$ cat src/minerPkg.sv
package minerPkg;

	localparam int LaneCount = 4;
	localparam int HashWidth = 256;
	localparam int NonceWidth = 32;

	// fixed block header fields
	localparam logic [31:0] Version = 32'h02000000;
	localparam logic [255:0] PrevBlock =
		256'h000000000000000000fc6ee494a6cc0b9c6a72ad53ad1ffccbd352536efd00af;
	localparam logic [255:0] MerkleRoot =
		256'h5b3c9d0e71a2f4486e0b1d93c7a85f2e4d16b03a9c2e7f5180d4a6b3e9f1c027;
	localparam logic [31:0] Timestamp = 32'h5840905C;
	localparam logic [31:0] Bits = 32'h1b0404cb;

	// difficulty 7 target
	localparam logic [255:0] EasiestTarget = {24'h0404CB, 232'd0};

	localparam logic [0:63][31:0] RoundK = {
		32'h428a2f98, 32'h71374491, 32'hb5c0fbcf, 32'he9b5dba5, 32'h3956c25b, 32'h59f111f1,
		32'h923f82a4, 32'hab1c5ed5, 32'hd807aa98, 32'h12835b01, 32'h243185be, 32'h550c7dc3,
		32'h72be5d74, 32'h80deb1fe, 32'h9bdc06a7, 32'hc19bf174, 32'he49b69c1, 32'hefbe4786,
		32'h0fc19dc6, 32'h240ca1cc, 32'h2de92c6f, 32'h4a7484aa, 32'h5cb0a9dc, 32'h76f988da,
		32'h983e5152, 32'ha831c66d, 32'hb00327c8, 32'hbf597fc7, 32'hc6e00bf3, 32'hd5a79147,
		32'h06ca6351, 32'h14292967, 32'h27b70a85, 32'h2e1b2138, 32'h4d2c6dfc, 32'h53380d13,
		32'h650a7354, 32'h766a0abb, 32'h81c2c92e, 32'h92722c85, 32'ha2bfe8a1, 32'ha81a664b,
		32'hc24b8b70, 32'hc76c51a3, 32'hd192e819, 32'hd6990624, 32'hf40e3585, 32'h106aa070,
		32'h19a4c116, 32'h1e376c08, 32'h2748774c, 32'h34b0bcb5, 32'h391c0cb3, 32'h4ed8aa4a,
		32'h5b9cca4f, 32'h682e6ff3, 32'h748f82ee, 32'h78a5636f, 32'h84c87814, 32'h8cc70208,
		32'h90befffa, 32'ha4506ceb, 32'hbef9a3f7, 32'hc67178f2
	};

	localparam logic [255:0] InitHash = {
		32'h6a09e667, 32'hbb67ae85, 32'h3c6ef372, 32'ha54ff53a,
		32'h510e527f, 32'h9b05688c, 32'h1f83d9ab, 32'h5be0cd19
	};

	typedef struct packed {
		logic valid;
		logic [NonceWidth-1:0] nonce;
	} laneJob;

	// hash is already byte reversed, compare as a plain number
	typedef struct packed {
		logic valid;
		logic [NonceWidth-1:0] nonce;
		logic [HashWidth-1:0] hash;
	} laneResult;

	typedef struct packed {
		logic done;
		logic hit;
	} batchStatus;

endpackage

$ cat src/hexDisplay.sv
`timescale 1ns/10ps

module hexDisplay (
	input logic pulse,
	input logic rst,
	input logic found,
	input logic [minerPkg::HashWidth-1:0] hash,
	input logic [5:0] place,
	output logic [6:0] segments
);

	logic [3:0] nibble;
	logic [6:0] pattern;

	// place 0 is the top nibble
	assign nibble = hash[{~place, 2'b00} +: 4];

	always_comb
	begin
		case (nibble)
			4'h0: pattern = 7'h3F;
			4'h1: pattern = 7'h06;
			4'h2: pattern = 7'h5B;
			4'h3: pattern = 7'h4F;
			4'h4: pattern = 7'h66;
			4'h5: pattern = 7'h6D;
			4'h6: pattern = 7'h7D;
			4'h7: pattern = 7'h07;
			4'h8: pattern = 7'h7F;
			4'h9: pattern = 7'h6F;
			4'hA: pattern = 7'h77;
			4'hB: pattern = 7'h7C;
			4'hC: pattern = 7'h39;
			4'hD: pattern = 7'h5E;
			4'hE: pattern = 7'h79;
			default: pattern = 7'h71;
		endcase
	end

	always_ff @(posedge pulse or negedge rst)
	begin
		if (!rst)
			segments <= 7'h00;
		else
			segments <= found ? pattern : 7'h00;
	end

endmodule

$ cat config.mk
export PLATFORM = sky130hd
export DESIGN_NAME = hexDisplay
export DESIGN_NICKNAME = d
export VERILOG_FILES = /design/src/minerPkg.sv /design/src/hexDisplay.sv
export SDC_FILE = /design/constraint.sdc
export NUM_CORES = 1
export LEC_CHECK = 0
export ABC_AREA = 1
export BUFFER_PORTS_ARGS = -buffer_cell sky130_fd_sc_hd__buf_2
export CAP_MARGIN = 10
export CORE_AREA = 2 2 105 107
export DETAILED_ROUTE_END_ITERATION = 8
export DIE_AREA = 0 0 107 109
export PLACE_DENSITY = 0.66
export SYNTH_ARGS = -nofsm -noshare
export SYNTH_HDL_FRONTEND = slang
export SYNTH_SLANG_ARGS = --single-unit
$ cat constraint.sdc
create_clock -name pulse -period 0.8 [get_ports pulse]
set_input_delay 0.08 -clock pulse [delete_from_list [all_inputs] [get_ports pulse]]
set_output_delay 0.08 -clock pulse [all_outputs]
set_load 0.01 [all_outputs]
# Word-level counts from Yosys, hierarchy flattened
# Memories as Yosys holds them, arrays and structs flattened.
# Index checks and enable logic that the tools add are counted.
dict set report totals {
  regBits 7
  rom_bits 112
  in_bits 265
  output_inout_bits 7
  mem_count 1
}
dict set report classes {
  shifts 1
  n_mux 1
  bitwise_logic 1
}
# memory words width rd rd_ports_with_merged_regs write_ports line
set memory_table {}
lappend memory_table {{(name not given)} 16 7 1 0 0 hexDisplay.sv:20} ;# case (nibble)
# cell count
set ops {}
lappend ops {{indexed part select 256 x 9 -> 4 bit} 1}
lappend ops {{2-to-1 mux 7 bit} 1}
lappend ops {{inverter 6 bit} 1}

# Longest topological paths before layout
# An unclocked memory read counts as a cell.
dict set report depth {
  ltp_word 4
  mapped_depth 18
}

# Least setup slack after synthesis
# No wires, ideal clock.
dict set report synth_path {
  path_kind {input to register}
  startpoint {input place[2]}
  endpoint {register segments[3]}
  setup_time_ns 0.119
  t_arrival_ns 1.624
  required_time_ns 0.681
  slack_ns -0.943
  stages 15
  path_buffers 2
  cell_sequence {buf_2 -> inv_1 -> clkbuf_1 -> nand3_1 -> nand2_1 -> nand2_1 -> nand3_1 -> nand3_1 -> nand2_1 -> inv_2 -> ha_1 -> nand2_1 -> nand3_1 -> nand2_1 -> nor2_1}
}
dict set report synth_via {
  elab_chain_cells 4
}
# item line
set synth_lines {}
lappend synth_lines {{from (decl)} hexDisplay.sv:8} ;# input logic [5:0] place,
lappend synth_lines {{inverter 6 bit} hexDisplay.sv:16} ;# assign nibble = hash[{~place, 2'b00} +: 4];
lappend synth_lines {{indexed part select 256 x 9 -> 4 bit} hexDisplay.sv:16}
lappend synth_lines {{memory (16 x 7 bit)} n/a}
lappend synth_lines {{2-to-1 mux 7 bit} hexDisplay.sv:45} ;# segments <= found ? pattern : 7'h00;
lappend synth_lines {{to (signal assigned)} hexDisplay.sv:45}
lappend synth_lines {{to (decl)} hexDisplay.sv:9} ;# output logic [6:0] segments
# Every way passes these cells.

# Final worst setup path
dict set report layout_path {
  startpoint {input place[0]}
  endpoint {register segments[3]}
}
# Same word-level chain as after synthesis.

==> reports/results.txt <==
DR vias = 5649
Post-synth top area cell = nand3_1
Layout cells sized above 1 = 0.517
CTS root buf = clkbuf_8
H-Tree Depth = 1
Post-place instance area = 4790 um2
Die W = 107 um
Area delta synth->final = 107%
# clock sinks = 7
Top cell type's share of synthesized area = 0.393
Slowest CP cell = ha_4
Worst hold start = found
Most flop-heavy register = segments
Largest net degree at the start of global routing = 44
DR iter-0 viols = 481
Initial Util = 0.284
Final #Nets = 1228
Overflow after GRT = 0
Top cells by area, synth = nand3_1 39%, nand2_1 38%, dfrtp_1 5.8%, buf_2 4.3%, buf_4 2.7%
Die Y = 109 um
Setup Crit Path Kind = input pin to register
Number of flip-flops in the largest register = 7
Design area = 6210 um2
TritonCTS clock tree = yes
CP Max Fanout = 8
Compound-Gate Fraction of Synth Area = 0.0150
Mux contribution to synthesized area = 0
Hold Crit Class = input pin to register
PD cells = 745 nW/um2
Leakage Power = 3.40 nW
Mapped Area = 3010 um2
Row count = 38
Max_cap viols = 0
Core area = 10600 um2
1st-pass router iterations = 5
Seq cells post-synth = 7
Top Registers = segments (7)
Wire per inst = 16.1 um
Startpoint types = input pin
Final HPWL DP = 11500 um
Delay-heaviest family, CP = simple AND/OR/NAND/NOR gates
Crit path cell chain = clkbuf_16 -> clkbuf_16 -> nand2_1 -> nand3_1 -> nand3_1 -> nand2_1 -> nand2_1 -> nand3_2 -> nand3_2 -> nand2_4 -> inv_6 -> ha_4 -> nand2_4 -> nand3_2 -> nand2_1 -> nor2_1
Worst-path clk slew = 40 ps
Final hold vios = 0
Nature of the critical path endpoint = register
Mean Syn Cell Area = 4.69 um2
Buf/Inv on CP = 3
GRT Total Usage = 0.248
Unique masters post-synth = 16
Fin Hold WS = 136 ps
Worst EP arrival = 1660 ps
Register area share after synthesis = 0.0582
Setup-failing EPs final = 8
CTS buffer count = 3
Residual DRC count = 0
Routability cong. = 0.910
Antenna cells = 0
Antenna violations before repair = 0
PortBufs = 271
Syn_nets = 912
WHS Endpoint = segments[6]
Slew @ Worst Pin = 423 ps
Vias in the first global route = 4975
First-pass GRT wire length = 23400 um
Worst relative slew slack = 0.718
Fin. max-slew vios = 0
Run status = complete, but fails checks
Fin crit share = 1.89
Adder-cell share of the synthesized area = 0.0250
Routed wire length = 17700 um
Minimum clock period = 1510 ps
Synthesized instance count = 641
Worst VDD drop = 580 uV
CP most frequent cell = nand2_1
CP peak stage delay = 270 ps
Post-synthesis simple-gate area fraction = 0.790
Failing checks = setup timing
Number of I/O pins = 272
Vias/cell = 5.15
Ys Warns = 0
Final Worst Setup Slack = -710 ps
Unrepaired setup endpoints after global routing = true
Final ANT Viol Nets = 0
Die ar. = 11700 um2
Main combinational cell family by area after synthesis = simple AND/OR/NAND/NOR gates
Fmax = 0.662 GHz
Clock buffer depth = 2
WHS Path Cells = 3
Xor/xnor cell area share of the yosys netlist = 0
Crit path required time = 950 ps
## layout make-up
| type | instances | area (um2) |
|---|---|---|
| Clock inverter | 1 | 5.00 |
| Inverter | 14 | 110 |
| Sequential cell | 7 | 175 |
| Multi-Input combinational cell | 568 | 3090 |
| Tap cell | 140 | 175 |
| Fill cell | 1055 | 4390 |
| Timing Repair Buffer | 354 | 2460 |
| Clock buffer | 3 | 41.3 |
| Timing Repair inverter | 9 | 160 |
## placed cells by master (no fill, tap or decap), types with 3 or more instances in the layout
master     netlist  final
buf_16           0      7
ha_4             0      5
nand2_4          0     13
nand3_2          0     64
buf_12           0      6
nor2_1           7      7
inv_12           0      3
inv_2            5      4
buf_2           26    269
buf_6            2     15
clkinv_16        0      3
nand2_1        308    270
a21oi_2          0      5
dfrtp_1          7      7
inv_6            0      3
buf_4           11     44
nand2_2          2     27
nand3_1        236    170
inv_1            9      4
clkbuf_8         0      3
clkbuf_16        0      9
## worst max path at each step
| stage | to | from | cells past startpoint | slack (ps) |
|---|---|---|---|---|
| floorplan | segments[3] | place[2] | 15 | -750 |
| global placement | segments[3] | place[0] | 16 | -1120 |
| detailed placement | segments[3] | place[0] | 16 | -1140 |
| CTS | segments[3] | place[0] | 16 | -720 |
| global route | segments[3] | place[0] | 16 | -810 |
| finish | segments[3] | place[0] | 16 | -710 |
## per-layer routing
metal / global-route usage / vias to the layer above / wire length [um]
met1: 0.299 / 2556 / 6810
met3: 0.0341 / 45 / 1450
li1: - / 2748 / -
met4: 0.0575 / 0 / 388
met5: 0 / - / 0
met2: 0.466 / 300 / 9020
## tightest hold or removal path, delay by kind of cell
| kind | cells | cell delay (ps) |
|---|---|---|
| and+or+nand+nor | 1 | 40 |
| buffers and inverters | 1 | 150 |
| AOI/OAI and AO/OA | 1 | 60 |
## report_power, final
| group | internal [mW] | leakage [nW] | switching (mW) | total [mW] |
|---|---|---|---|---|
| logic | 1.79 | 3.29 | 1.93 | 3.72 |
| registers | 0.406 | 0.0870 | 0.0103 | 0.416 |
| clock network | 0.337 | 0.0255 | 0.151 | 0.487 |
## repair_timing
action	4_1_cts	5_1_grt
endpoints found under the hold margin	7	0
gates cloned	8	17
pin swaps	4	86
setup endpoints to repair	8	14
gates resized for setup	29	168
hold buffers	1	0
setup buffers	3	8
## Yosys cell counts (all sizes together)
cell    instances
dfrtp           7
inv            14
a21oi           6
nand3         236
nor2            7
nand2         310
clkbuf         10
o21ai           3
ha              6
buf            42
## logic make-up (layout without fill, tap and decap cells)
group / Yosys count / count (layout)
AO/OA/AOI/OAI: 9 / 9
adder cells (fa/ha/maj): 6 / 6
buffers and inverters: 66 / 381
flip-flops: 7 / 7
AND/OR/NAND/NOR: 553 / 553
## stage by stage
stage	TNS, ps	instances	util	setup slack (ps)	total power, mW
6_report	-4710	1096	0.586	-710	4.63
5_1_grt	-5460	1096	0.586	-806	4.98
4_1_cts	-4930	1071	0.485	-720	3.84
2_1_floorplan	-4860	641	-	-748	1.94
3_3_place_gp	-7580	1055	0.452	-1120	3.09
3_5_place_dp	-7690	1055	0.452	-1140	3.09
(Power assumes the default switching activity.)
