File: config.mk
export PLATFORM = sky130hd
export DESIGN_NAME = minerLane
export DESIGN_NICKNAME = d
export VERILOG_FILES = /design/src/minerPkg.sv /design/src/sha256Rounds.sv /design/src/minerLane.sv
export SDC_FILE = /design/constraint.sdc
export NUM_CORES = 2
export LEC_CHECK = 0
export BUFFER_PORTS_ARGS = -buffer_cell sky130_fd_sc_hd__buf_2
export CAP_MARGIN = 20
export CORE_ASPECT_RATIO = 0.9
export CORE_MARGIN = 10
export CORE_UTILIZATION = 30
export CTS_BUF_LIST = sky130_fd_sc_hd__clkbuf_4 sky130_fd_sc_hd__clkbuf_8
export DETAILED_ROUTE_END_ITERATION = 10
export GPL_TIMING_DRIVEN = 1
export PLACE_DENSITY = 0.47
export SETUP_SLACK_MARGIN = 0.5
export SYNTH_ARGS = -nofsm -noshare
export SYNTH_HDL_FRONTEND = slang
export SYNTH_SLANG_ARGS = --single-unit
export TNS_END_PERCENT = 1
File: constraint.sdc
create_clock -name pulse -period 56.5 [get_ports pulse]
set_clock_uncertainty 0.1 [all_clocks]
set_input_delay 11.3 -clock pulse [delete_from_list [all_inputs] [get_ports pulse]]
set_output_delay 11.3 -clock pulse [all_outputs]
set_load 0.01 [all_outputs]
File: src/minerPkg.sv
package minerPkg;

	localparam int LaneCount = 4;
	localparam int HashWidth = 256;
	localparam int NonceWidth = 32;

	// fixed block header fields
	localparam logic [31:0] Version = 32'h02000000;
	localparam logic [255:0] PrevBlock =
		256'h000000000000000000fc6ee494a6cc0b9c6a72ad53ad1ffccbd352536efd00af;
	localparam logic [255:0] MerkleRoot =
		256'h5b3c9d0e71a2f4486e0b1d93c7a85f2e4d16b03a9c2e7f5180d4a6b3e9f1c027;
	localparam logic [31:0] Timestamp = 32'h5840905C;
	localparam logic [31:0] Bits = 32'h1b0404cb;

	// difficulty 7 target
	localparam logic [255:0] EasiestTarget = {24'h0404CB, 232'd0};

	localparam logic [0:63][31:0] RoundK = {
		32'h428a2f98, 32'h71374491, 32'hb5c0fbcf, 32'he9b5dba5, 32'h3956c25b, 32'h59f111f1,
		32'h923f82a4, 32'hab1c5ed5, 32'hd807aa98, 32'h12835b01, 32'h243185be, 32'h550c7dc3,
		32'h72be5d74, 32'h80deb1fe, 32'h9bdc06a7, 32'hc19bf174, 32'he49b69c1, 32'hefbe4786,
		32'h0fc19dc6, 32'h240ca1cc, 32'h2de92c6f, 32'h4a7484aa, 32'h5cb0a9dc, 32'h76f988da,
		32'h983e5152, 32'ha831c66d, 32'hb00327c8, 32'hbf597fc7, 32'hc6e00bf3, 32'hd5a79147,
		32'h06ca6351, 32'h14292967, 32'h27b70a85, 32'h2e1b2138, 32'h4d2c6dfc, 32'h53380d13,
		32'h650a7354, 32'h766a0abb, 32'h81c2c92e, 32'h92722c85, 32'ha2bfe8a1, 32'ha81a664b,
		32'hc24b8b70, 32'hc76c51a3, 32'hd192e819, 32'hd6990624, 32'hf40e3585, 32'h106aa070,
		32'h19a4c116, 32'h1e376c08, 32'h2748774c, 32'h34b0bcb5, 32'h391c0cb3, 32'h4ed8aa4a,
		32'h5b9cca4f, 32'h682e6ff3, 32'h748f82ee, 32'h78a5636f, 32'h84c87814, 32'h8cc70208,
		32'h90befffa, 32'ha4506ceb, 32'hbef9a3f7, 32'hc67178f2
	};

	localparam logic [255:0] InitHash = {
		32'h6a09e667, 32'hbb67ae85, 32'h3c6ef372, 32'ha54ff53a,
		32'h510e527f, 32'h9b05688c, 32'h1f83d9ab, 32'h5be0cd19
	};

	typedef struct packed {
		logic valid;
		logic [NonceWidth-1:0] nonce;
	} laneJob;

	// hash is already byte reversed, compare as a plain number
	typedef struct packed {
		logic valid;
		logic [NonceWidth-1:0] nonce;
		logic [HashWidth-1:0] hash;
	} laneResult;

	typedef struct packed {
		logic done;
		logic hit;
	} batchStatus;

endpackage

File: src/sha256Rounds.sv
`timescale 1ns/10ps

module sha256Rounds (
	input logic pulse,
	input logic rst,
	input logic start,
	input logic [minerPkg::HashWidth-1:0] chainIn,
	input logic [2*minerPkg::HashWidth-1:0] block,
	output logic [minerPkg::HashWidth-1:0] digest,
	output logic done
);

	logic [0:7][31:0] vars;
	logic [0:7][31:0] curVars;
	logic [0:7][31:0] nextVars;
	logic [0:7][31:0] chainWords;
	logic [0:7][31:0] digestWords;
	logic [0:15][31:0] window;
	logic [0:15][31:0] curWindow;
	logic [0:15][31:0] nextWindow;
	logic [31:0] roundK;
	logic [6:0] rnd;
	logic busy;

	function automatic logic [31:0] rotr(input logic [31:0] x, input int n);
		return (x >> n) | (x << (32 - n));
	endfunction

	assign chainWords = chainIn;
	assign digest = digestWords;

	// round 0 runs straight from the inputs in the start cycle
	assign curVars = start ? chainWords : vars;
	assign curWindow = start ? block : window;
	assign roundK = minerPkg::RoundK[start ? 6'd0 : rnd[5:0]];

	always_comb
	begin
		logic [31:0] sigE;
		logic [31:0] sigA;
		logic [31:0] ch;
		logic [31:0] maj;
		logic [31:0] t1;
		logic [31:0] t2;
		logic [31:0] s0;
		logic [31:0] s1;
		sigE = rotr(curVars[4], 6) ^ rotr(curVars[4], 11) ^ rotr(curVars[4], 25);
		ch = (curVars[4] & curVars[5]) ^ (~curVars[4] & curVars[6]);
		t1 = curVars[7] + sigE + ch + roundK + curWindow[0];
		sigA = rotr(curVars[0], 2) ^ rotr(curVars[0], 13) ^ rotr(curVars[0], 22);
		maj = (curVars[0] & curVars[1]) ^ (curVars[0] & curVars[2]) ^ (curVars[1] & curVars[2]);
		t2 = sigA + maj;
		nextVars = {t1 + t2, curVars[0:2], curVars[3] + t1, curVars[4:6]};
		// schedule window slides one word per round
		s0 = rotr(curWindow[1], 7) ^ rotr(curWindow[1], 18) ^ (curWindow[1] >> 3);
		s1 = rotr(curWindow[14], 17) ^ rotr(curWindow[14], 19) ^ (curWindow[14] >> 10);
		nextWindow = {curWindow[1:15], s1 + curWindow[9] + s0 + curWindow[0]};
	end

	always_ff @(posedge pulse or negedge rst)
	begin
		if (!rst)
		begin
			busy <= 1'b0;
			rnd <= '0;
			done <= 1'b0;
		end
		else
		begin
			done <= 1'b0;
			if (start)
			begin
				busy <= 1'b1;
				rnd <= 7'd1;
			end
			else if (busy)
			begin
				if (rnd == 7'd64)
				begin
					busy <= 1'b0;
					done <= 1'b1;
				end
				rnd <= rnd + 7'd1;
			end
		end
	end

	always_ff @(posedge pulse)
	begin
		if (start || (busy && rnd != 7'd64))
		begin
			vars <= nextVars;
			window <= nextWindow;
		end
		// feed forward
		if (busy && rnd == 7'd64)
		begin
			for (int i = 0; i < 8; i++)
			begin
				digestWords[i] <= chainWords[i] + vars[i];
			end
		end
	end

	assert property (@(posedge pulse) disable iff (!rst) start |-> !busy)
		else $error("sha256Rounds got start while busy");

endmodule

File: src/minerLane.sv
`timescale 1ns/10ps

module minerLane (
	input logic pulse,
	input logic rst,
	input minerPkg::laneJob job,
	output minerPkg::laneResult result
);

	logic [minerPkg::NonceWidth-1:0] nonce;
	logic [minerPkg::HashWidth-1:0] chain;
	logic [minerPkg::HashWidth-1:0] digest;
	logic [minerPkg::HashWidth-1:0] reversed;
	logic [minerPkg::HashWidth-1:0] resHash;
	logic [2*minerPkg::HashWidth-1:0] block;
	logic [1:0] step;
	logic [1:0] phase;
	logic busy;
	logic kick;
	logic engStart;
	logic engDone;
	logic resValid;

	// compression that owns the engine inputs in this cycle
	assign phase = kick ? 2'd0 : (engDone ? step + 2'd1 : step);
	assign engStart = kick || (engDone && step != 2'd2);

	// first digest stays on the engine output through the second feed forward
	assign chain = (phase == 2'd1) ? digest : minerPkg::InitHash;

	always_comb
	begin
		case (phase)
			2'd0: block = {minerPkg::Version, minerPkg::PrevBlock, minerPkg::MerkleRoot[255:32]};
			2'd1: block = {minerPkg::MerkleRoot[31:0], minerPkg::Timestamp, minerPkg::Bits,
				nonce, 1'b1, 319'd0, 64'd640};
			default: block = {digest, 1'b1, 191'd0, 64'd256};
		endcase
	end

	always_comb
	begin
		for (int i = 0; i < minerPkg::HashWidth / 8; i++)
		begin
			reversed[8*i +: 8] = digest[minerPkg::HashWidth - 8 - 8*i +: 8];
		end
	end

	sha256Rounds engine_i (
		.pulse,
		.rst,
		.start(engStart),
		.chainIn(chain),
		.block,
		.digest,
		.done(engDone)
	);

	always_ff @(posedge pulse or negedge rst)
	begin
		if (!rst)
		begin
			busy <= 1'b0;
			kick <= 1'b0;
			step <= 2'd0;
			resValid <= 1'b0;
		end
		else
		begin
			kick <= job.valid;
			resValid <= 1'b0;
			if (job.valid)
			begin
				busy <= 1'b1;
				step <= 2'd0;
			end
			else if (engDone)
			begin
				if (step == 2'd2)
				begin
					busy <= 1'b0;
					resValid <= 1'b1;
				end
				else
				begin
					step <= step + 2'd1;
				end
			end
		end
	end

	always_ff @(posedge pulse)
	begin
		if (job.valid)
			nonce <= job.nonce;
		if (engDone && step == 2'd2)
			resHash <= reversed;
	end

	assign result = '{valid: resValid, nonce: nonce, hash: resHash};

	assert property (@(posedge pulse) disable iff (!rst) job.valid |-> !busy)
		else $error("minerLane got a job while busy");

endmodule

Word level (Yosys, flattened, before mapping). Memories as Yosys holds them, arrays and structs flattened. Index checks and enable logic that the tools add are counted. W data, S select, Z words.

Flip-flop bits (word level): 1325. Memory bits (writable): 0. ROM bits: 2048. Logic and storage cells: 129. Memories kept: 1. Bits in latches: 0. Output and inout port bits: 289. Bits of input ports: 35.

Shifts and indexed selects: 0. $lt $le $gt $ge: 1. Div/mod/pow operators: 0. Reductions and logical operators: 10. Bitwise operators: 28. Add/subtract/negate cells: 20. $mul: 0. Equality and inequality tests: 6. Muxes and demuxes: 23.

Memory list: (name not given) (words 64, width 32, read ports 1, clocked after memory_dff 0, write ports 0, line sha256Rounds.sv:35) `assign roundK = minerPkg::RoundK[start ? 6'd0 : rnd[5:0]];`.

Operator list (count): $pmux W512 S2 (1); $add A32 B32 Y32 (18); $mux W256 (2); $mux W512 (1); $xor A32 B32 Y32 (9); $and A32 B32 Y32 (5); $mux W32 (2); $not A32 Y32 (1); $or A10 B32 Y32 (1); $or A13 B32 Y32 (1); $or A14 B32 Y32 (1); $or A15 B32 Y32 (1); $or A19 B32 Y32 (1); $or A21 B32 Y32 (1); $or A25 B32 Y32 (1); $or A26 B32 Y32 (1); $or A30 B32 Y32 (1); $or A7 B32 Y32 (1); $xor A32 B22 Y32 (1); $xor A32 B29 Y32 (1); $mux W7 (2); $mux W2 (5); $mux W1 (9); $add A7 B1 Y7 const B (1); 14 further kinds (20).

Longest topological paths before layout.
Depth in word-level cells: 14. Gate-level depth with buffers: 48. Depth with buffers taken out: 42.

Modules after synthesis. From an unflattened synthesis, not the netlist that was laid out.

Cells, all modules: 6630. Area, all modules: 80697.4 um^2.

By module, submodules not included: sha256Rounds (cells an instance 5733, instances 1, sequential area each 30974.7 um^2, area each 68037.8 um^2); minerLane (cells an instance 897, instances 1, sequential area each 8748.4 um^2, area each 12659.6 um^2).

Worst setup path after synthesis. Ideal clock, no wire load.

Path kind: reg-to-reg. From: register engine_i.rnd[4]. To: register engine_i.busy. Period minus slack after synthesis: 60.338 ns. Data required time: 50.781 ns. Path buffers: 3. Setup slack: -3.838 ns. Library setup time: 5.619 ns. Cell stages (with the launch flop): 6. Data arrival time: 54.620 ns. Cells stage by stage: dfrtp_1 > clkbuf_1 > clkbuf_1 > clkbuf_1 > nor3_1 > o21ai_0.

Cells in the longest elaborated chain, start to end: 4.

RTL lines: from (decl) (line sha256Rounds.sv:22) `logic [6:0] rnd;`; from (signal assigned) (line sha256Rounds.sv:83) `rnd <= rnd + 7'd1;`; $eq A7 B7 Y1 (line sha256Rounds.sv:78) `if (rnd == 7'd64)`; $mux W1 (line sha256Rounds.sv:78); $mux W1 (line sha256Rounds.sv:76) `else if (busy)`; $mux W1 (line sha256Rounds.sv:71) `if (start)`; to (signal assigned) (line sha256Rounds.sv:64) `busy <= 1'b0;`; to (signal assigned) (line sha256Rounds.sv:73) `busy <= 1'b1;`; to (signal assigned) (line sha256Rounds.sv:80) `busy <= 1'b0;`; to (decl) (line sha256Rounds.sv:23) `logic busy;`.

Every way passes these cells. A chain may end at the register's enable or synchronous reset.

Final worst setup path.
From: register resHash[20] (netlist name). To: output result[20] (netlist name).

RTL lines: from (decl) (line minerLane.sv:14) `logic [minerPkg::HashWidth-1:0] resHash;`; from (signal assigned) (line minerLane.sv:97) `resHash <= reversed;`; to (decl) (line minerLane.sv:7) `output minerPkg::laneResult result`.

No word-level cell between the ends.

==> flow_summary.json <==
{
  "fin_worst_hold_slack_ns": 0.332,
  "post_synth_and_or_nand_nor_area_fraction_pct": 10.7,
  "cts_tree": "built",
  "slew_worst_pin_ns": 1.15,
  "clkLatencyLatePin_ns": 1.04,
  "critical_path.n_buffers_inverters": 1,
  "run_status": "completed",
  "synthDistinctLibCells": 97,
  "initial_antenna_violation_count": 36,
  "synth-seq-area-share_pct": 51.4,
  "worst_slew_margin_rel_pct": 21.2,
  "finalWirelength_um": 308000,
  "yosys_warnings": 0,
  "groute.usage.overall_pct": 21.2,
  "flow.area_growth_from_synthesis_pct": 14.0,
  "timing.hold.worst.start": "engine_i.digest[172]",
  "finalSetupTns_ns": 0,
  "design_area_um2": 88100,
  "core_box_area_um2": 256000,
  "setup.worst_path.class": "reg2out",
  "cts.clk_slew.worst_paths_ns": 0.06,
  "firstDrtPassIters": 6,
  "route.antenna.remaining_nets": 0,
  "avgSynthCellArea_um2": 11.7,
  "remaining_drc_errors": 0,
  "synthArstFlopShare_pct": 0.981,
  "total_clock_sinks": 1325,
  "yosys-mux-area-fraction_pct": 3.54,
  "port_buffers": 323,
  "synth_area_um2": 77300,
  "holdCritPathClass": "reg2reg",
  "worstHoldEndpoint": "resHash[84]",
  "max_freq_mhz": 76.7,
  "synth_compound_area_share_pct": 13.0,
  "max_cap_violations": 0,
  "via_count": 56639,
  "holdBufCountCts": 0,
  "synth_fa_ha_area_share_pct": 11.4,
  "worstSetupEndpointType": "output pin",
  "final_cell_utilization_of_the_core_pct": 34.4,
  "netlist_top_cells_area": "sky130_fd_sc_hd__edfxtp_1, sky130_fd_sc_hd__ha_1, sky130_fd_sc_hd__xnor2_1, sky130_fd_sc_hd__fa_1, sky130_fd_sc_hd__a21oi_1",
  "wl_per_cell_um": 29.1,
  "multi_input_comb_area_um2": 35200,
  "pin_count": 324,
  "sequential_cell_area_um2": 39700,
  "synth_top_area_share_pct": 51.0,
  "min_tclk_post_route_ns": 13.04,
  "final_nets": 7634,
  "std_cell_rows": 176,
  "max_slew_violation_total_from_the_final_report": 0,
  "drive_above_1_share_pct": 15.0,
  "synth_nets": 7224,
  "cts_repair_resize_count": 0,
  "grt_max_degree": 162,
  "timing.final.hold_violations": 0,
  "r2r.worst_path.cells": 39,
  "first_global_vias": 54471,
  "ctsRootBufferMaster": "sky130_fd_sc_hd__clkbuf_8",
  "crit-reg2reg-launch": "kick",
  "drt_iter0_markers": 7009,
  "synth_xor_area_share_pct": 6.80,
  "hold_depth": 0,
  "grt_setup_unrepaired": "false",
  "dpl.hpwl_um": 232000,
  "cts_setup_buffers": 0,
  "crit_path_start_kind": "flip-flop",
  "crit_path_max_incr_delay_ns": 0.43,
  "grt_first_pass_wirelength_um": 427000,
  "critical_path_cell_list": "buf_2",
  "h-tree-depth": 4,
  "critical_path_required_ns": 45.10,
  "layout.filler_cells": 25701,
  "die-area_um2": 278000,
  "worstReg2RegEnd": "engine_i.vars[254]",
  "postSynthRegisterBits": 1325,
  "route.detailed.vias_per_inst": 5.35,
  "final-setup-viol-count": 0,
  "dominant_combinational_cell_family_by_area_after_synthesis": "compound AO/OA/AOI/OAI gates",
  "clock_path_buffers": 4,
  "netlist_instances": 6610,
  "synth_enable_flop_cells": 1312,
  "cts-buffers-inserted": 247,
  "synth.largest_area_cell": "sky130_fd_sc_hd__edfxtp_1",
  "setup.reg_to_reg.worst_slack_ns": 44.24,
  "height_of_the_chip_um": 502,
  "worstPathMaxFanout": 1,
  "ys_dominant_reg_cell": "sky130_fd_sc_hd__edfxtp_1",
  "detailed_place.area_um2": 83100,
  "chip_width_um": 555,
  "crit_path_top_delay_cell": "sky130_fd_sc_hd__edfxtp_1",
  "grt-ovfl-total": 0,
  "starting_density_pct": 30.2,
  "routability_cong": 0.964,
  "cp_top_family": "flip-flops",
  "fin_crit_sh_pct": 23.1,
  "worstPathArrival_ns": 1.64
}
-- layer usage --
metal | GRT usage, % | wire length, um | vias up
met3 | 4.35 | 26200 | 416
met4 | 6.38 | 10400 | 4
met2 | 31.3 | 131000 | 2579
met1 | 31.1 | 141000 | 28591
met5 | 0 | 16 | -
li1 | - | - | 25049
-- state kept, by name, indices dropped and copies added, names as in the netlist --
register         cells
kick                 1
nonce               32
resHash            256
engine_i.vars      256
step                 2
engine_i.rnd         7
engine_i.done        1
resValid             1
engine_i.busy        1
engine_i.digest    256
engine_i.window    512
-- stage by stage --
step,std cells,worst slack [ns]
after CTS,10580,43.36
after detailed placement,10151,44.06
final,10593,43.46
after global routing,10583,43.37
after global placement,10151,44.09
after floorplan,6610,17.99
-- cells in the mapped netlist (101+ instances only) --
library cell and n:
sky130_fd_sc_hd__and2_1 256, sky130_fd_sc_hd__edfxtp_1 1312, sky130_fd_sc_hd__a21o_1 113, sky130_fd_sc_hd__mux2_2 185, sky130_fd_sc_hd__xor2_1 133, sky130_fd_sc_hd__ha_1 389, sky130_fd_sc_hd__a221o_1 101, sky130_fd_sc_hd__nand2_1 516
sky130_fd_sc_hd__fa_1 190, sky130_fd_sc_hd__clkbuf_1 224, sky130_fd_sc_hd__or3_1 124, sky130_fd_sc_hd__nor2_1 404, sky130_fd_sc_hd__inv_1 374, sky130_fd_sc_hd__o21ai_0 256, sky130_fd_sc_hd__a21oi_1 418, sky130_fd_sc_hd__xnor2_1 467
-- area by class of cell --
class | instances | share of cell area [%]
tap | 3382 | 4.80
antenna | 11 | 0.0312
timing repair buffer | 435 | 2.93
clock inverter | 100 | 0.933
sequential | 1325 | 45.1
clock buffer | 329 | 4.61
inverter | 374 | 1.59
multi-input combinational | 4637 | 40.0
-- worst max path at each step --
stage	from	end	slack, ns	cells past startpoint
3_5_place_dp	job[32]	nonce[16]	44.06	1
4_1_cts	resHash[20]	result[20]	43.36	1
3_3_place_gp	job[32]	nonce[16]	44.09	1
6_report	resHash[20]	result[20]	43.46	1
2_1_floorplan	engine_i.rnd[4]	engine_i.busy	17.99	5
5_1_grt	resHash[20]	result[20]	43.37	1
-- logic make-up after synthesis --
family | count (synthesis)
AO/OA/AOI/OAI | 1489
XOR/XNOR | 600
adder cells (fa/ha/maj) | 596
buffers and inverters | 648
flip-flops | 1325
multiplexers | 249
AND/OR/NAND/NOR | 1703
-- layout by cell type (no fill, tap or decap), drive strengths merged, types with 256 or more instances in the layout --
cell type  netlist  routed
nor2           406     406
edfxtp        1312    1312
o21ai          266     266
xnor2          467     467
and2           256     256
clkbuf         224     329
nand2          517     517
buf             50     435
ha             389     389
inv            374     377
a21oi          419     419
Power is not shown: default switching activity piles up to over one toggle a cycle in this logic, so the estimate is an artifact.
