==> src/minerPkg.sv <==
package minerPkg;

	localparam int LaneCount = 4;
	localparam int HashWidth = 256;
	localparam int NonceWidth = 32;

	// fixed block header fields
	localparam logic [31:0] Version = 32'h02000000;
	localparam logic [255:0] PrevBlock =
		256'h000000000000000000fc6ee494a6cc0b9c6a72ad53ad1ffccbd352536efd00af;
	localparam logic [255:0] MerkleRoot =
		256'h5b3c9d0e71a2f4486e0b1d93c7a85f2e4d16b03a9c2e7f5180d4a6b3e9f1c027;
	localparam logic [31:0] Timestamp = 32'h5840905C;
	localparam logic [31:0] Bits = 32'h1b0404cb;

	// difficulty 7 target
	localparam logic [255:0] EasiestTarget = {24'h0404CB, 232'd0};

	localparam logic [0:63][31:0] RoundK = {
		32'h428a2f98, 32'h71374491, 32'hb5c0fbcf, 32'he9b5dba5, 32'h3956c25b, 32'h59f111f1,
		32'h923f82a4, 32'hab1c5ed5, 32'hd807aa98, 32'h12835b01, 32'h243185be, 32'h550c7dc3,
		32'h72be5d74, 32'h80deb1fe, 32'h9bdc06a7, 32'hc19bf174, 32'he49b69c1, 32'hefbe4786,
		32'h0fc19dc6, 32'h240ca1cc, 32'h2de92c6f, 32'h4a7484aa, 32'h5cb0a9dc, 32'h76f988da,
		32'h983e5152, 32'ha831c66d, 32'hb00327c8, 32'hbf597fc7, 32'hc6e00bf3, 32'hd5a79147,
		32'h06ca6351, 32'h14292967, 32'h27b70a85, 32'h2e1b2138, 32'h4d2c6dfc, 32'h53380d13,
		32'h650a7354, 32'h766a0abb, 32'h81c2c92e, 32'h92722c85, 32'ha2bfe8a1, 32'ha81a664b,
		32'hc24b8b70, 32'hc76c51a3, 32'hd192e819, 32'hd6990624, 32'hf40e3585, 32'h106aa070,
		32'h19a4c116, 32'h1e376c08, 32'h2748774c, 32'h34b0bcb5, 32'h391c0cb3, 32'h4ed8aa4a,
		32'h5b9cca4f, 32'h682e6ff3, 32'h748f82ee, 32'h78a5636f, 32'h84c87814, 32'h8cc70208,
		32'h90befffa, 32'ha4506ceb, 32'hbef9a3f7, 32'hc67178f2
	};

	localparam logic [255:0] InitHash = {
		32'h6a09e667, 32'hbb67ae85, 32'h3c6ef372, 32'ha54ff53a,
		32'h510e527f, 32'h9b05688c, 32'h1f83d9ab, 32'h5be0cd19
	};

	typedef struct packed {
		logic valid;
		logic [NonceWidth-1:0] nonce;
	} laneJob;

	// hash is already byte reversed, compare as a plain number
	typedef struct packed {
		logic valid;
		logic [NonceWidth-1:0] nonce;
		logic [HashWidth-1:0] hash;
	} laneResult;

	typedef struct packed {
		logic done;
		logic hit;
	} batchStatus;

endpackage

==> src/nonceDispatch.sv <==
`timescale 1ns/10ps

module nonceDispatch (
	input logic pulse,
	input logic rst,
	input logic start,
	input minerPkg::batchStatus status,
	output minerPkg::laneJob [minerPkg::LaneCount-1:0] jobs
);

	logic running;
	logic issue;
	logic [minerPkg::NonceWidth-1:0] base;

	always_ff @(posedge pulse or negedge rst)
	begin
		if (!rst)
		begin
			running <= 1'b0;
			issue <= 1'b0;
			base <= '0;
		end
		else
		begin
			issue <= 1'b0;
			// the search is already over in the cycle that reports the hit
			if (start && (!running || status.hit))
			begin
				running <= 1'b1;
				issue <= 1'b1;
				base <= '0;
			end
			else if (status.done)
			begin
				if (status.hit)
					running <= 1'b0;
				else
				begin
					// wraps to zero past the last batch
					base <= base + minerPkg::LaneCount;
					issue <= 1'b1;
				end
			end
		end
	end

	always_comb
	begin
		for (int i = 0; i < minerPkg::LaneCount; i++)
		begin
			jobs[i].valid = issue;
			jobs[i].nonce = base + i;
		end
	end

	assert property (@(posedge pulse) disable iff (!rst) status.done |-> running)
		else $error("batch status with no batch outstanding");

endmodule

==> config.mk <==
export PLATFORM = sky130hd
export DESIGN_NAME = nonceDispatch
export DESIGN_NICKNAME = d
export VERILOG_FILES = /design/src/minerPkg.sv /design/src/nonceDispatch.sv
export SDC_FILE = /design/constraint.sdc
export NUM_CORES = 1
export LEC_CHECK = 0
export ABC_AREA = 1
export BUFFER_PORTS_ARGS = -buffer_cell sky130_fd_sc_hd__buf_2
export CAP_MARGIN = 15
export CORE_MARGIN = 10
export CORE_UTILIZATION = 35
export CTS_CLUSTER_SIZE = 14
export DETAILED_ROUTE_END_ITERATION = 8
export PLACE_DENSITY = 0.76
export SYNTH_ARGS = -nofsm -noshare
export SYNTH_HDL_FRONTEND = slang
export SYNTH_SLANG_ARGS = --single-unit
==> constraint.sdc <==
create_clock -name pulse -period 1.3 [get_ports pulse]
set_input_delay 0 -clock pulse [delete_from_list [all_inputs] [get_ports pulse]]
set_output_delay 0 -clock pulse [all_outputs]
set_load 0.01 [all_outputs]
======== Yosys cells after proc, flatten, opt, wreduce, memory -nomap -nowiden ========
Cells that the tools add are included.
word-level totals
  input bits .............................. 5
  output and inout port bits .............. 132
  word-level logic and storage cells ...... 24
  bits in registers ....................... 34
operators by class
  multiplexer cells ....................... 9
  add/subtract/negate cells ............... 4
  equality and inequality tests ........... 1
  reduce and logical (&&, ||, !) cells .... 7
operators by type and width
  cell                     count
  $mux W32                 3
  $add A32 B2 Y32 const B  2
  $add A32 B1 Y32 const B  1
  $add A32 B3 Y32 const B  1
  $mux W1                  6
  $reduce_and A2 Y1        2
  $reduce_bool A2 Y1       2
  $ne A2 B1 Y1 const B     1
  $logic_and A1 B1 Y1      1
  $logic_not A1 Y1         1
  $logic_or A1 B1 Y1       1

======== Logic depth before layout (Yosys ltp) ========
Gate-level depths: netlist of run 1.
  depth in word-level cells ............... 5
  gate-level depth with buffers ........... 10
  gate-level depth less buffers ........... 9

======== Worst setup path after synthesis of run 1 ========
OpenSTA, ideal clock, no wires.
  path kind ............................... register to register
  from .................................... register base[2] (netlist bit)
  to ...................................... register base[10] (netlist bit)
  setup slack ............................. -141 ps
  arrival ................................. 1310 ps
  path buffers ............................ 0
  setup time .............................. 131 ps
  required time ........................... 1169 ps
  cell stages (with the launch flop) ...... 7
  cell sequence ........................... dfrtp_1 > ha_1 > nand3_1 > nor2_2 > nand2_1 > o21ai_0 > a21oi_1
between the ends
  longest elaborated chain between the ends .. 4
ends and longest elaborated chain
  element                   RTL line             text
  start: declaration        nonceDispatch.sv:13  logic [minerPkg::NonceWidth-1:0] base;
  start signal: assignment  nonceDispatch.sv:40  base <= base + minerPkg::LaneCount;
  $add A32 B3 Y32           nonceDispatch.sv:40
  $mux W32                  nonceDispatch.sv:35  if (status.hit)
  $mux W32                  nonceDispatch.sv:33  else if (status.done)
  $mux W32                  nonceDispatch.sv:27  if (start && (!running || status.hit))
Every way passes these cells. The select of a mux whose other input is x is not followed.
A chain may end at the register's enable or synchronous reset.

======== Final worst setup path of run 1 ========
  from .................................... register base[3] (netlist bit)
  to ...................................... register base[18] (netlist bit)
The elaborated chain is that of the path after synthesis.

==> run summary, run 1 <==
Post-route ant nets: 0
P&R area growth vs syn: 29.2%
Non-filler cells, final: 571
Distinct cells, synth: 28
Via count: 2,512
H-tree depth: 2
Cells after Synth: 388
First-pass GRT wire length: 12.0 mm
Largest net degree at the start of global routing: 20
HP Start: status[1]
Worst Path Buf+Inv: 0
Failing checks: negative setup slack
# IOs: 137
WP data arrival: 1660 ps
Layout net count: 478
Layout cell share with drive strength beyond 1: 50.6%
Max Slew Vio Count: 0
Cell Chain, Critical Path: ha_4, nand3_4, nor2_4, nand2_2, nor2_4, nand2_2, nand2_1, nand2_1, nor2_1
Max clock buf depth: 2
Post-route setup slack: -135 ps
Total grt overflow: 0
Min cycle time layout: 1440 ps
Worst reg2reg path endpoint: base[18]
Reg clk slew, reported paths: 70 ps
Worst Path Class, Setup: flop to flop
Worst-path maximum fanout: 4
Final Hold Viols: 0
Dpl ws: -79.0 ps
Worst setup EP type: flop
Hold Crit Class: primary input to flop
Root buf cell: clkbuf_8
Max VDD drop: 365 uV
Final setup vio count: 17
# diodes: 0
RSZ-0062 raised after global routing: true
Design area: 3330 um^2
CTS tree: built
Worst skew pair latency: 290 ps
DR iter-0 viols: 157
Startpoint Class: flop
Reg-to-Reg Start: base[3]
#FFs+latches synth: 32
Rows: 31
Cts bufs inserted: 5
Register area share after synthesis: 31.1%
Post-route core utilization: 46.1%
Layout filler cell count: 738
Vias in the first global route: 2,476
Tot Pwr: 2.05 mW
Pleak: 1.91 nW
Tcrit/Tclk final: 110%
DP Area: 3020 um^2
Slowest CP cell: dfrtp_2
Hold Path Depth: 4
Core area: 7210 um^2
Drt drc: 0
Status: finished, violations left
Max capacitance violation total: 0
Clock sinks: 32
Final Skew: 6.00 ps
Mean area per synthesized cell: 6.64 um^2
Setup_tns: -874 ps
Cell family with most CP delay: simple AND/OR/NAND/NOR gates
Flop2flop setup slack: -140 ps
Post-DP HPWL: 6.07 mm
GRT Total Usage: 12.9%
DIE WIDTH: 106 um
Worst Hold Path EP: running
Post-Syn Area: 2570 um^2
Worst-case reg-to-reg path depth: 9
Placed Cells: 549
Yosys warnings: 0
Fmax: 697 MHz
Power Density: 617 nW/um^2
Max stage delay on crit path: 400 ps
Initial Utilization: 35.7%
Stages on worst setup path: 9
Die footprint: 11,200 um^2
Port Buf Inserts: 128
Die Span Y: 106 um
Worst hold margin: 9.04 ps
WL per Instance: 13.2 um
Post-Route WL: 7.56 mm
Routed vias/inst: 4.40
Placer Congestion: 0.865
CP required: 1530 ps
Initial antenna violation count: 0
First drt pass iteration count: 4
worst reg2reg max path, cell delays in order, from the launching register on:
cell and delay (ps):
dfrtp_2 400, ha_4 170, nand3_4 80, nor2_4 200, nand2_2 100, nor2_4 120
nand2_2 70, nand2_1 70, nand2_1 60, nor2_1 90
cells in the final DEF (no fill, tap or decap):
cell type,netlist,final
buf_2,2,128
nand2_1,86,75
nor2_1,58,48
buf_4,57,46
inv_1,29,28
dfrtp_1,32,25
a21oi_1,17,16
nand2_2,4,15
nand3_1,15,13
nor2_4,5,13
nor2_2,6,8
conb_1,2,8
o21ai_0,10,7
dfrtp_2,0,7
clkbuf_8,1,5
nand3b_1,3,3
inv_2,3,3
nand3_4,0,3
nand3_2,3,2
inv_4,1,2
o21ai_1,0,2
nand4_1,2,2
dlygate4sd3_1,0,2
and3_1,1,1
nor3_1,1,1
nor3_2,1,1
nand2_4,1,1
o21ai_2,0,1
a31oi_1,1,1
a21oi_2,0,1
ha_4,0,1
clkinv_2,0,1
clkbuf_1,41,1
buf_12,0,1
sequential cells by signal (all words and copies together) (netlist names):
name	flops
running	1
base	30
issue	1
kinds of logic (layout without fill, tap and decap cells):
logic type	count (synthesis)	in the layout	synth area share, %
fa+ha+maj	1	1	0.486
other cells	2	8	0.292
flops	32	32	31.1
simple gates	186	186	32.3
buf+inv	139	217	30.3
compound gates	28	28	5.49
report_power, final:
group	switching [mW]	internal [mW]	leakage (nW)
Combinational	0.170	0.110	1.44
Clock	0.378	0.364	0.0410
Sequential	0.0171	1.01	0.429
Total	0.565	1.49	1.91
worst max-delay path by stage:
stage | from | to | slack, ps
final | base[3] | base[18] | -140
after global routing | base[2] | base[18] | -220
after global placement | base[11] | base[31] | -30
after CTS | base[2] | base[16] | -30
after detailed placement | base[3] | base[22] | -80
after floorplan | base[2] | base[22] | -10
Yosys cell counts:
library cell	number	area, um^2
buf_6	2	22.5
clkbuf_8	1	13.8
ha_1	1	12.5
inv_4	1	6.26
nand2_1	86	323
nand3b_1	3	22.5
nand3_2	3	30.0
dlygate4sd1_1	3	26.3
nor2_2	6	37.5
buf_2	2	10.0
nand4_1	2	12.5
and3_1	1	6.26
dfrtp_1	32	801
buf_4	57	428
inv_2	3	11.3
clkbuf_1	41	154
nor3_2	1	10.0
a31oi_1	1	6.26
inv_1	29	109
nand2_4	1	11.3
nor2_4	5	56.3
a21oi_1	17	85.1
nand2_2	4	25.0
nor2_1	58	218
nor3_1	1	5.00
conb_1	2	7.51
nand3_1	15	75.1
o21ai_0	10	50.1
layer usage:
metal  GRT usage (%)  wire (um)  up-vias
met4            3.68        127        0
li1                -          -     1254
met2            22.1       3700      114
met1            14.0       2900     1128
met3            5.60        828       16
met5               0          0        -
final cells by class:
cell class              instances  area, um^2  area share (%)
inverters                      33         129            3.87
multi-input cells             223        1160            34.9
flip-flops and latches         32         810            24.3
clock buffers                   6        72.6            2.18
clock inverters                 1        5.00           0.150
repair buffers                177        1030            30.8
well taps                      99         124            3.72
repair_timing:
item / in CTS / in global routing
setup buffers: 7 / 6
hold endpoints to repair: 33 / 0
cloned: 0 / 0
hold buffers: 2 / 0
gates resized for setup: 12 / 27
endpoints found under the setup margin: 20 / 27
pin swaps: 10 / 12
(Power assumes the default switching activity.)
==> run 2: changes to the inputs <==
--- a/config.mk
+++ b/config.mk
@@ -12,7 +12,7 @@
 export CORE_UTILIZATION = 35
 export CTS_CLUSTER_SIZE = 14
 export DETAILED_ROUTE_END_ITERATION = 8
-export PLACE_DENSITY = 0.76
+export PLACE_DENSITY = 0.74
 export SYNTH_ARGS = -nofsm -noshare
 export SYNTH_HDL_FRONTEND = slang
 export SYNTH_SLANG_ARGS = --single-unit
==> constraint.sdc (replaced) <==
create_clock -name pulse -period 1.4 [get_ports pulse]
set_input_delay 0 -clock pulse [delete_from_list [all_inputs] [get_ports pulse]]
set_output_delay 0 -clock pulse [all_outputs]
set_load 0.01 [all_outputs]
==> run 2 against run 1 <==
Compared with the run above:
- the run still ends with negative setup slack left
- clock-buffer cell count fell by 1
- non-clock buffer count fell by 13
- critical endpoint is now base[26]
- cell count fell by 2.1%
- sequential power fell by 7%
- global-route usage fell by 0.56 points
==> run summary, run 2 (synthesis gave the netlist of run 1 again) <==
Largest net degree at the start of global routing: 19 (-5.0%)
Reg clk slew, reported paths: 80 ps (about the same)
Layout filler cell count: 708 (-4.1%)
Net Sw Frac: 26.0% (-1.6 points)
Initial antenna violation count: 0 (unchanged)
Fmax: 666 MHz (-4.5%)
Drt drc: 0 (unchanged)
Final Hold Viols: 0 (unchanged)
Design area: 3250 um^2 (-2.3%)
Final Skew: 11.2 ps (+5.22 ps)
DP Area: 2930 um^2 (-2.7%)
Sequential Power Share: 45.2% (-5.0 points)
Tcrit/Tclk final: 107% (-3.1 points)
# diodes: 0 (unchanged)
Vias in the first global route: 2,545 (+2.8%)
Post-DP HPWL: 6.05 mm (-0.34%)
Tot Pwr: 2.11 mW (+2.8%)
Die Span Y: 106 um (unchanged)
Dpl ws: -34.3 ps (+44.7 ps)
Biggest register: base
Max capacitance violation total: 0 (unchanged)
Max VDD drop: 338 uV (-7.6%)
Worst Path Buf+Inv: 0 (unchanged)
GRT Total Usage: 12.3% (-0.56 points)
Slowest CP cell: dfrtp_2
Core area: 7210 um^2 (unchanged)
First-pass GRT wire length: 11.6 mm (-3.3%)
Clk pwr share: 42.8% (+6.6 points)
Cell Chain, Critical Path: ha_4, nand3_2, nor2_4, nand2_2, nor2_4, nand2_2, nor2_1, nor2_1
Cell-internal power: 1.56 mW (+5.1%)
WL per Instance: 14.0 um (+5.6%)
CTS tree: built
Post-route setup slack: -102 ps (+32.9 ps)
Post-Route WL: 7.81 mm (+3.3%)
Power Density: 649 nW/um^2 (+5.2%)
Setup_tns: -210 ps (+664 ps)
WP data arrival: 1690 ps (+30 ps)
Routed vias/inst: 4.58 (+4.0%)
Switch Pwr: 547 uW (-3.1%)
CP required: 1590 ps (+60 ps)
Hold Path Depth: 4 (unchanged)
Via count: 2,558 (+1.8%)
Layout net count: 465 (-2.7%)
Worst-path maximum fanout: 4 (unchanged)
# IOs: 137 (unchanged)
DR iter-0 viols: 139 (-11%)
Worst setup EP type: flop
Max Slew Vio Count: 0 (unchanged)
Worst skew pair latency: 290 ps (about the same)
Cts bufs inserted: 5 (unchanged)
Comb power frac: 12.0% (-1.7 points)
Max FFs per register: 30 (unchanged)
Status: finished, violations left
Rows: 31 (unchanged)
Root buf cell: clkbuf_8
Hold Crit Class: primary input to flop
Max clock buf depth: 2 (unchanged)
Startpoint Class: flop
Largest regs: base x30, issue x1, running x1
Max stage delay on crit path: 400 ps (about the same)
Worst hold margin: 17.2 ps (+8.12 ps)
Worst Path Class, Setup: flop to flop
H-tree depth: 2 (unchanged)
Initial Utilization: 35.7% (unchanged)
Total grt overflow: 0 (unchanged)
Stages on worst setup path: 8 (-1)
RSZ-0062 raised after global routing: true
Layout cell share with drive strength beyond 1: 48.3% (-2.4 points)
Port Buf Inserts: 128 (unchanged)
Clock sinks: 32 (unchanged)
Die footprint: 11,200 um^2 (unchanged)
First drt pass iteration count: 4 (unchanged)
Post-route ant nets: 0 (unchanged)
Failing checks: negative setup slack
P&R area growth vs syn: 26.2%
Most frequent cells in the layout: buf_2 (128), nand2_1 (77), nor2_1 (52), buf_4 (31), inv_1 (28)
Worst-case reg-to-reg path depth: 8 (-1)
Min cycle time layout: 1500 ps (+67.1 ps)
DIE WIDTH: 106 um (unchanged)
Cell family with most CP delay: simple AND/OR/NAND/NOR gates
Final setup vio count: 7 (-10)
Pleak: 1.86 nW (-2.5%)
Placer Congestion: 0.890 (+2.9%)
Most common cell after layout, fill and taps aside: buf_2
-- run 2: path summary, 6_finish.rpt --
kind | start | end | slack [ps]
worst max-delay path | base[2] | base[26] | -100
worst min-delay path | status[1] | running | 20
worst max register to register | base[2] | base[26] | -100
worst min register to register | running | running | 490
max in group asynchronous | rst | base[20] | 780
min in group asynchronous | rst | base[26] | 170
-- run 2: power groups by stage --
stage / clock network [mW] / logic (mW) / registers (mW)
global placement: 0 / 0.219 / 0.965
finish: 0.901 / 0.254 / 0.953
detailed placement: 0 / 0.224 / 0.966
global route: 0.951 / 0.279 / 0.955
CTS: 0.903 / 0.229 / 0.949
floorplan: 0 / 0.170 / 0.977
-- run 2: what timing repair did --
action	4_1_cts	5_1_grt
hold endpoints to repair	33	0
setup buffers	0	6
pin swaps	3	12
hold buffers	2	0
resized for setup	3	39
setup endpoints to repair	5	22
-- run 2: final cells by class --
class                      count  area, um^2  area share [%]
sequential                    32         810            24.9
multi-input combinational    223        1140            34.9
clock buffer                   5        68.8            2.12
timing repair buffer         164         936            28.8
tap                           99         124            3.81
inverter                      33         134            4.12
clock inverter                 3        42.5            1.31
-- run 2: per-stage QoR --
stage | util [%] | std cells
after floorplan | - | 394
after global placement | 40.7 | 543
after detailed placement | 40.7 | 543
after CTS | 42.6 | 553
after global routing | 45.1 | 559
final | 45.1 | 559
-- run 2: worst reg2reg max path: cells and delay by family, from the launching register on --
kind	cells	cell delay [ps]
DFF	1	400
and+or+nand+nor	7	860
adders and majority gates	1	150
-- run 2: routing by layer --
layer  GRT usage [%]  vias to the layer above  share of wire [%]
met5               0                        -                  0
li1                -                     1229                  -
met1            12.8                     1176                 37
met2            21.3                      139                 49
met4            4.64                        0                2.1
met3            5.48                       14                 12
==> run 3: changes to the inputs <==
==> constraint.sdc (replaced) <==
create_clock -name pulse -period 1.4 [get_ports pulse]
set_input_delay 0.28 -clock pulse [delete_from_list [all_inputs] [get_ports pulse]]
set_output_delay 0.28 -clock pulse [all_outputs]
set_load 0.01 [all_outputs]
==> run 3 against run 2 <==
Compared with the run above:
- largest cell class unchanged
- wire length decreased by 0.20%
- clock skew decreased by 4.8 ps
- the run still ends with negative setup slack left
- sequential power about the same
- critical endpoint is now base[6]
==> run summary, run 3 (synthesis gave the netlist of run 1 again) <==
CTS tree: built
Fmax: 699 MHz (+5.0%)
Most common cell after layout, fill and taps aside: buf_2
Max VDD drop: 323 uV (-4.4%)
Final Skew: 6.37 ps (-4.84 ps)
Min cycle time layout: 1430 ps (-71.6 ps)
Max Slew Vio Count: 0 (unchanged)
Post-route ant nets: 0 (unchanged)
Largest regs: base x30, issue x1, running x1
Post-DP HPWL: 6.05 mm (about the same)
Vias in the first global route: 2,473 (-2.8%)
Clock sinks: 32 (unchanged)
Setup_tns: -31.2 ps (+179 ps)
# diodes: 0 (unchanged)
RSZ-0062 raised after global routing: true
Post-Route WL: 7.80 mm (-0.20%)
Post-route core utilization: 46.6% (+1.6 points)
Die Span Y: 106 um (unchanged)
Largest net degree at the start of global routing: 19 (unchanged)
Hold Path Depth: 4 (unchanged)
Die footprint: 11,200 um^2 (unchanged)
CP required: 1580 ps (about the same)
Layout cell share with drive strength beyond 1: 50.4% (+2.2 points)
Worst skew pair latency: 290 ps (about the same)
Core area: 7210 um^2 (unchanged)
Startpoint Class: flop
Initial Utilization: 35.7% (unchanged)
Tcrit/Tclk final: 102% (-5.1 points)
DR iter-0 viols: 118 (-15%)
Worst setup EP type: flop
Max capacitance violation total: 0 (unchanged)
WP data arrival: 1610 ps (-80 ps)
Routed vias/inst: 4.50 (-1.6%)
Pleak: 1.90 nW (+2.1%)
Power Density: 608 nW/um^2 (-6.2%)
Root buf cell: clkbuf_8
Hold Crit Class: primary input to flop
Status: finished, violations left
Final Hold Viols: 0 (unchanged)
Placer Congestion: 0.965 (+8.5%)
Cts bufs inserted: 5 (unchanged)
H-tree depth: 2 (unchanged)
Post-route setup slack: -30.8 ps (+71.6 ps)
Via count: 2,535 (-0.90%)
Initial antenna violation count: 0 (unchanged)
Worst-path maximum fanout: 2 (-2)
Worst Path Class, Setup: flop to flop
Total grt overflow: 0 (unchanged)
DIE WIDTH: 106 um (unchanged)
Reg clk slew, reported paths: 70 ps (about the same)
Final setup vio count: 2 (-5)
# IOs: 137 (unchanged)
Dpl ws: -26.2 ps (+8.08 ps)
P&R area growth vs syn: 30.6%
Max FFs per register: 30 (unchanged)
Biggest register: base
First-pass GRT wire length: 12.2 mm (+5.0%)
WL per Instance: 13.8 um (-0.91%)
Rows: 31 (unchanged)
Layout filler cell count: 718 (+1.4%)
Tot Pwr: 2.05 mW (-3.0%)
Drt drc: 0 (unchanged)
Layout net count: 469 (+0.86%)
Failing checks: negative setup slack
GRT Total Usage: 12.9% (+0.60 points)
Most frequent cells in the layout: buf_2 (120), nand2_1 (77), nor2_1 (49), buf_4 (31), inv_1 (27)
Max clock buf depth: 2 (unchanged)
Worst-case reg-to-reg path depth: 7 (-1)
Flop2flop setup slack: -30 ps (+70 ps)
First drt pass iteration count: 4 (unchanged)
Port Buf Inserts: 128 (unchanged)
run 3: cell count changes in the layout (fill, tap and decap cells not counted), sizes merged:
cell | previous run | this run
clkinvlp | 1 | 0
dlygate4sd3 | 2 | 1
clkinv | 1 | 0
clkbuf | 5 | 8
buf | 162 | 167
bufinv | 1 | 0
run 3: path summary, 6_finish.rpt:
check | startpoint | end
max | base[3] | base[6]
min | status[0] | running
max reg2reg | base[3] | base[6]
min reg2reg | running | running
max in group asynchronous | rst | base[19]
min in group asynchronous | rst | base[3]
run 3: area by class of cell:
class,count,area (um^2),area share [%]
Inverter,33,129,3.83
Tap cell,99,124,3.68
Timing Repair Buffer,168,1020,30.4
Clock buffer,8,100,2.98
Multi-Input combinational cell,223,1180,35.0
Sequential cell,32,811,24.1
run 3: metal layers:
| metal | vias to the layer above | part of all wire [%] | track usage (%) |
|---|---|---|---|
| met3 | 11 | 9.5 | 5.24 |
| met5 | - | 0 | 0 |
| met4 | 0 | 1.2 | 3.19 |
| met2 | 104 | 49 | 22.1 |
| li1 | 1242 | - | - |
| met1 | 1178 | 40 | 14.6 |
run 3: critical path, cell delays in order, from the launching register on:
cell	delay (ps)
dfrtp_2	400
ha_4	170
buf_6	110
nand2_4	50
o21ai_0	260
o21ai_0	160
o21ai_0	110
inv_1	60
run 3: report_power, final:
part	internal (mW)	total, mW	switching [mW]	leakage (nW)
sequential	0.940	0.955	0.0155	0.427
clock	0.449	0.794	0.345	0.0515
combinational	0.129	0.296	0.168	1.42
run 3: what timing repair did:
item                                    in CTS  in global routing
setup buffers                                5                  5
hold buffers                                 1                  0
gates resized for setup                     15                 52
hold endpoints to repair                    17                  0
endpoints found under the setup margin       8                 33
pin swaps                                   13                 23
run 3: metrics by stage:
stage	hold WS, ps	instance area, um^2	std cells
after floorplan	-15.6	2600	394
after global placement	245	2930	544
after detailed placement	233	2930	544
after CTS	254	3140	558
after global routing	286	3360	563
final	255	3360	563
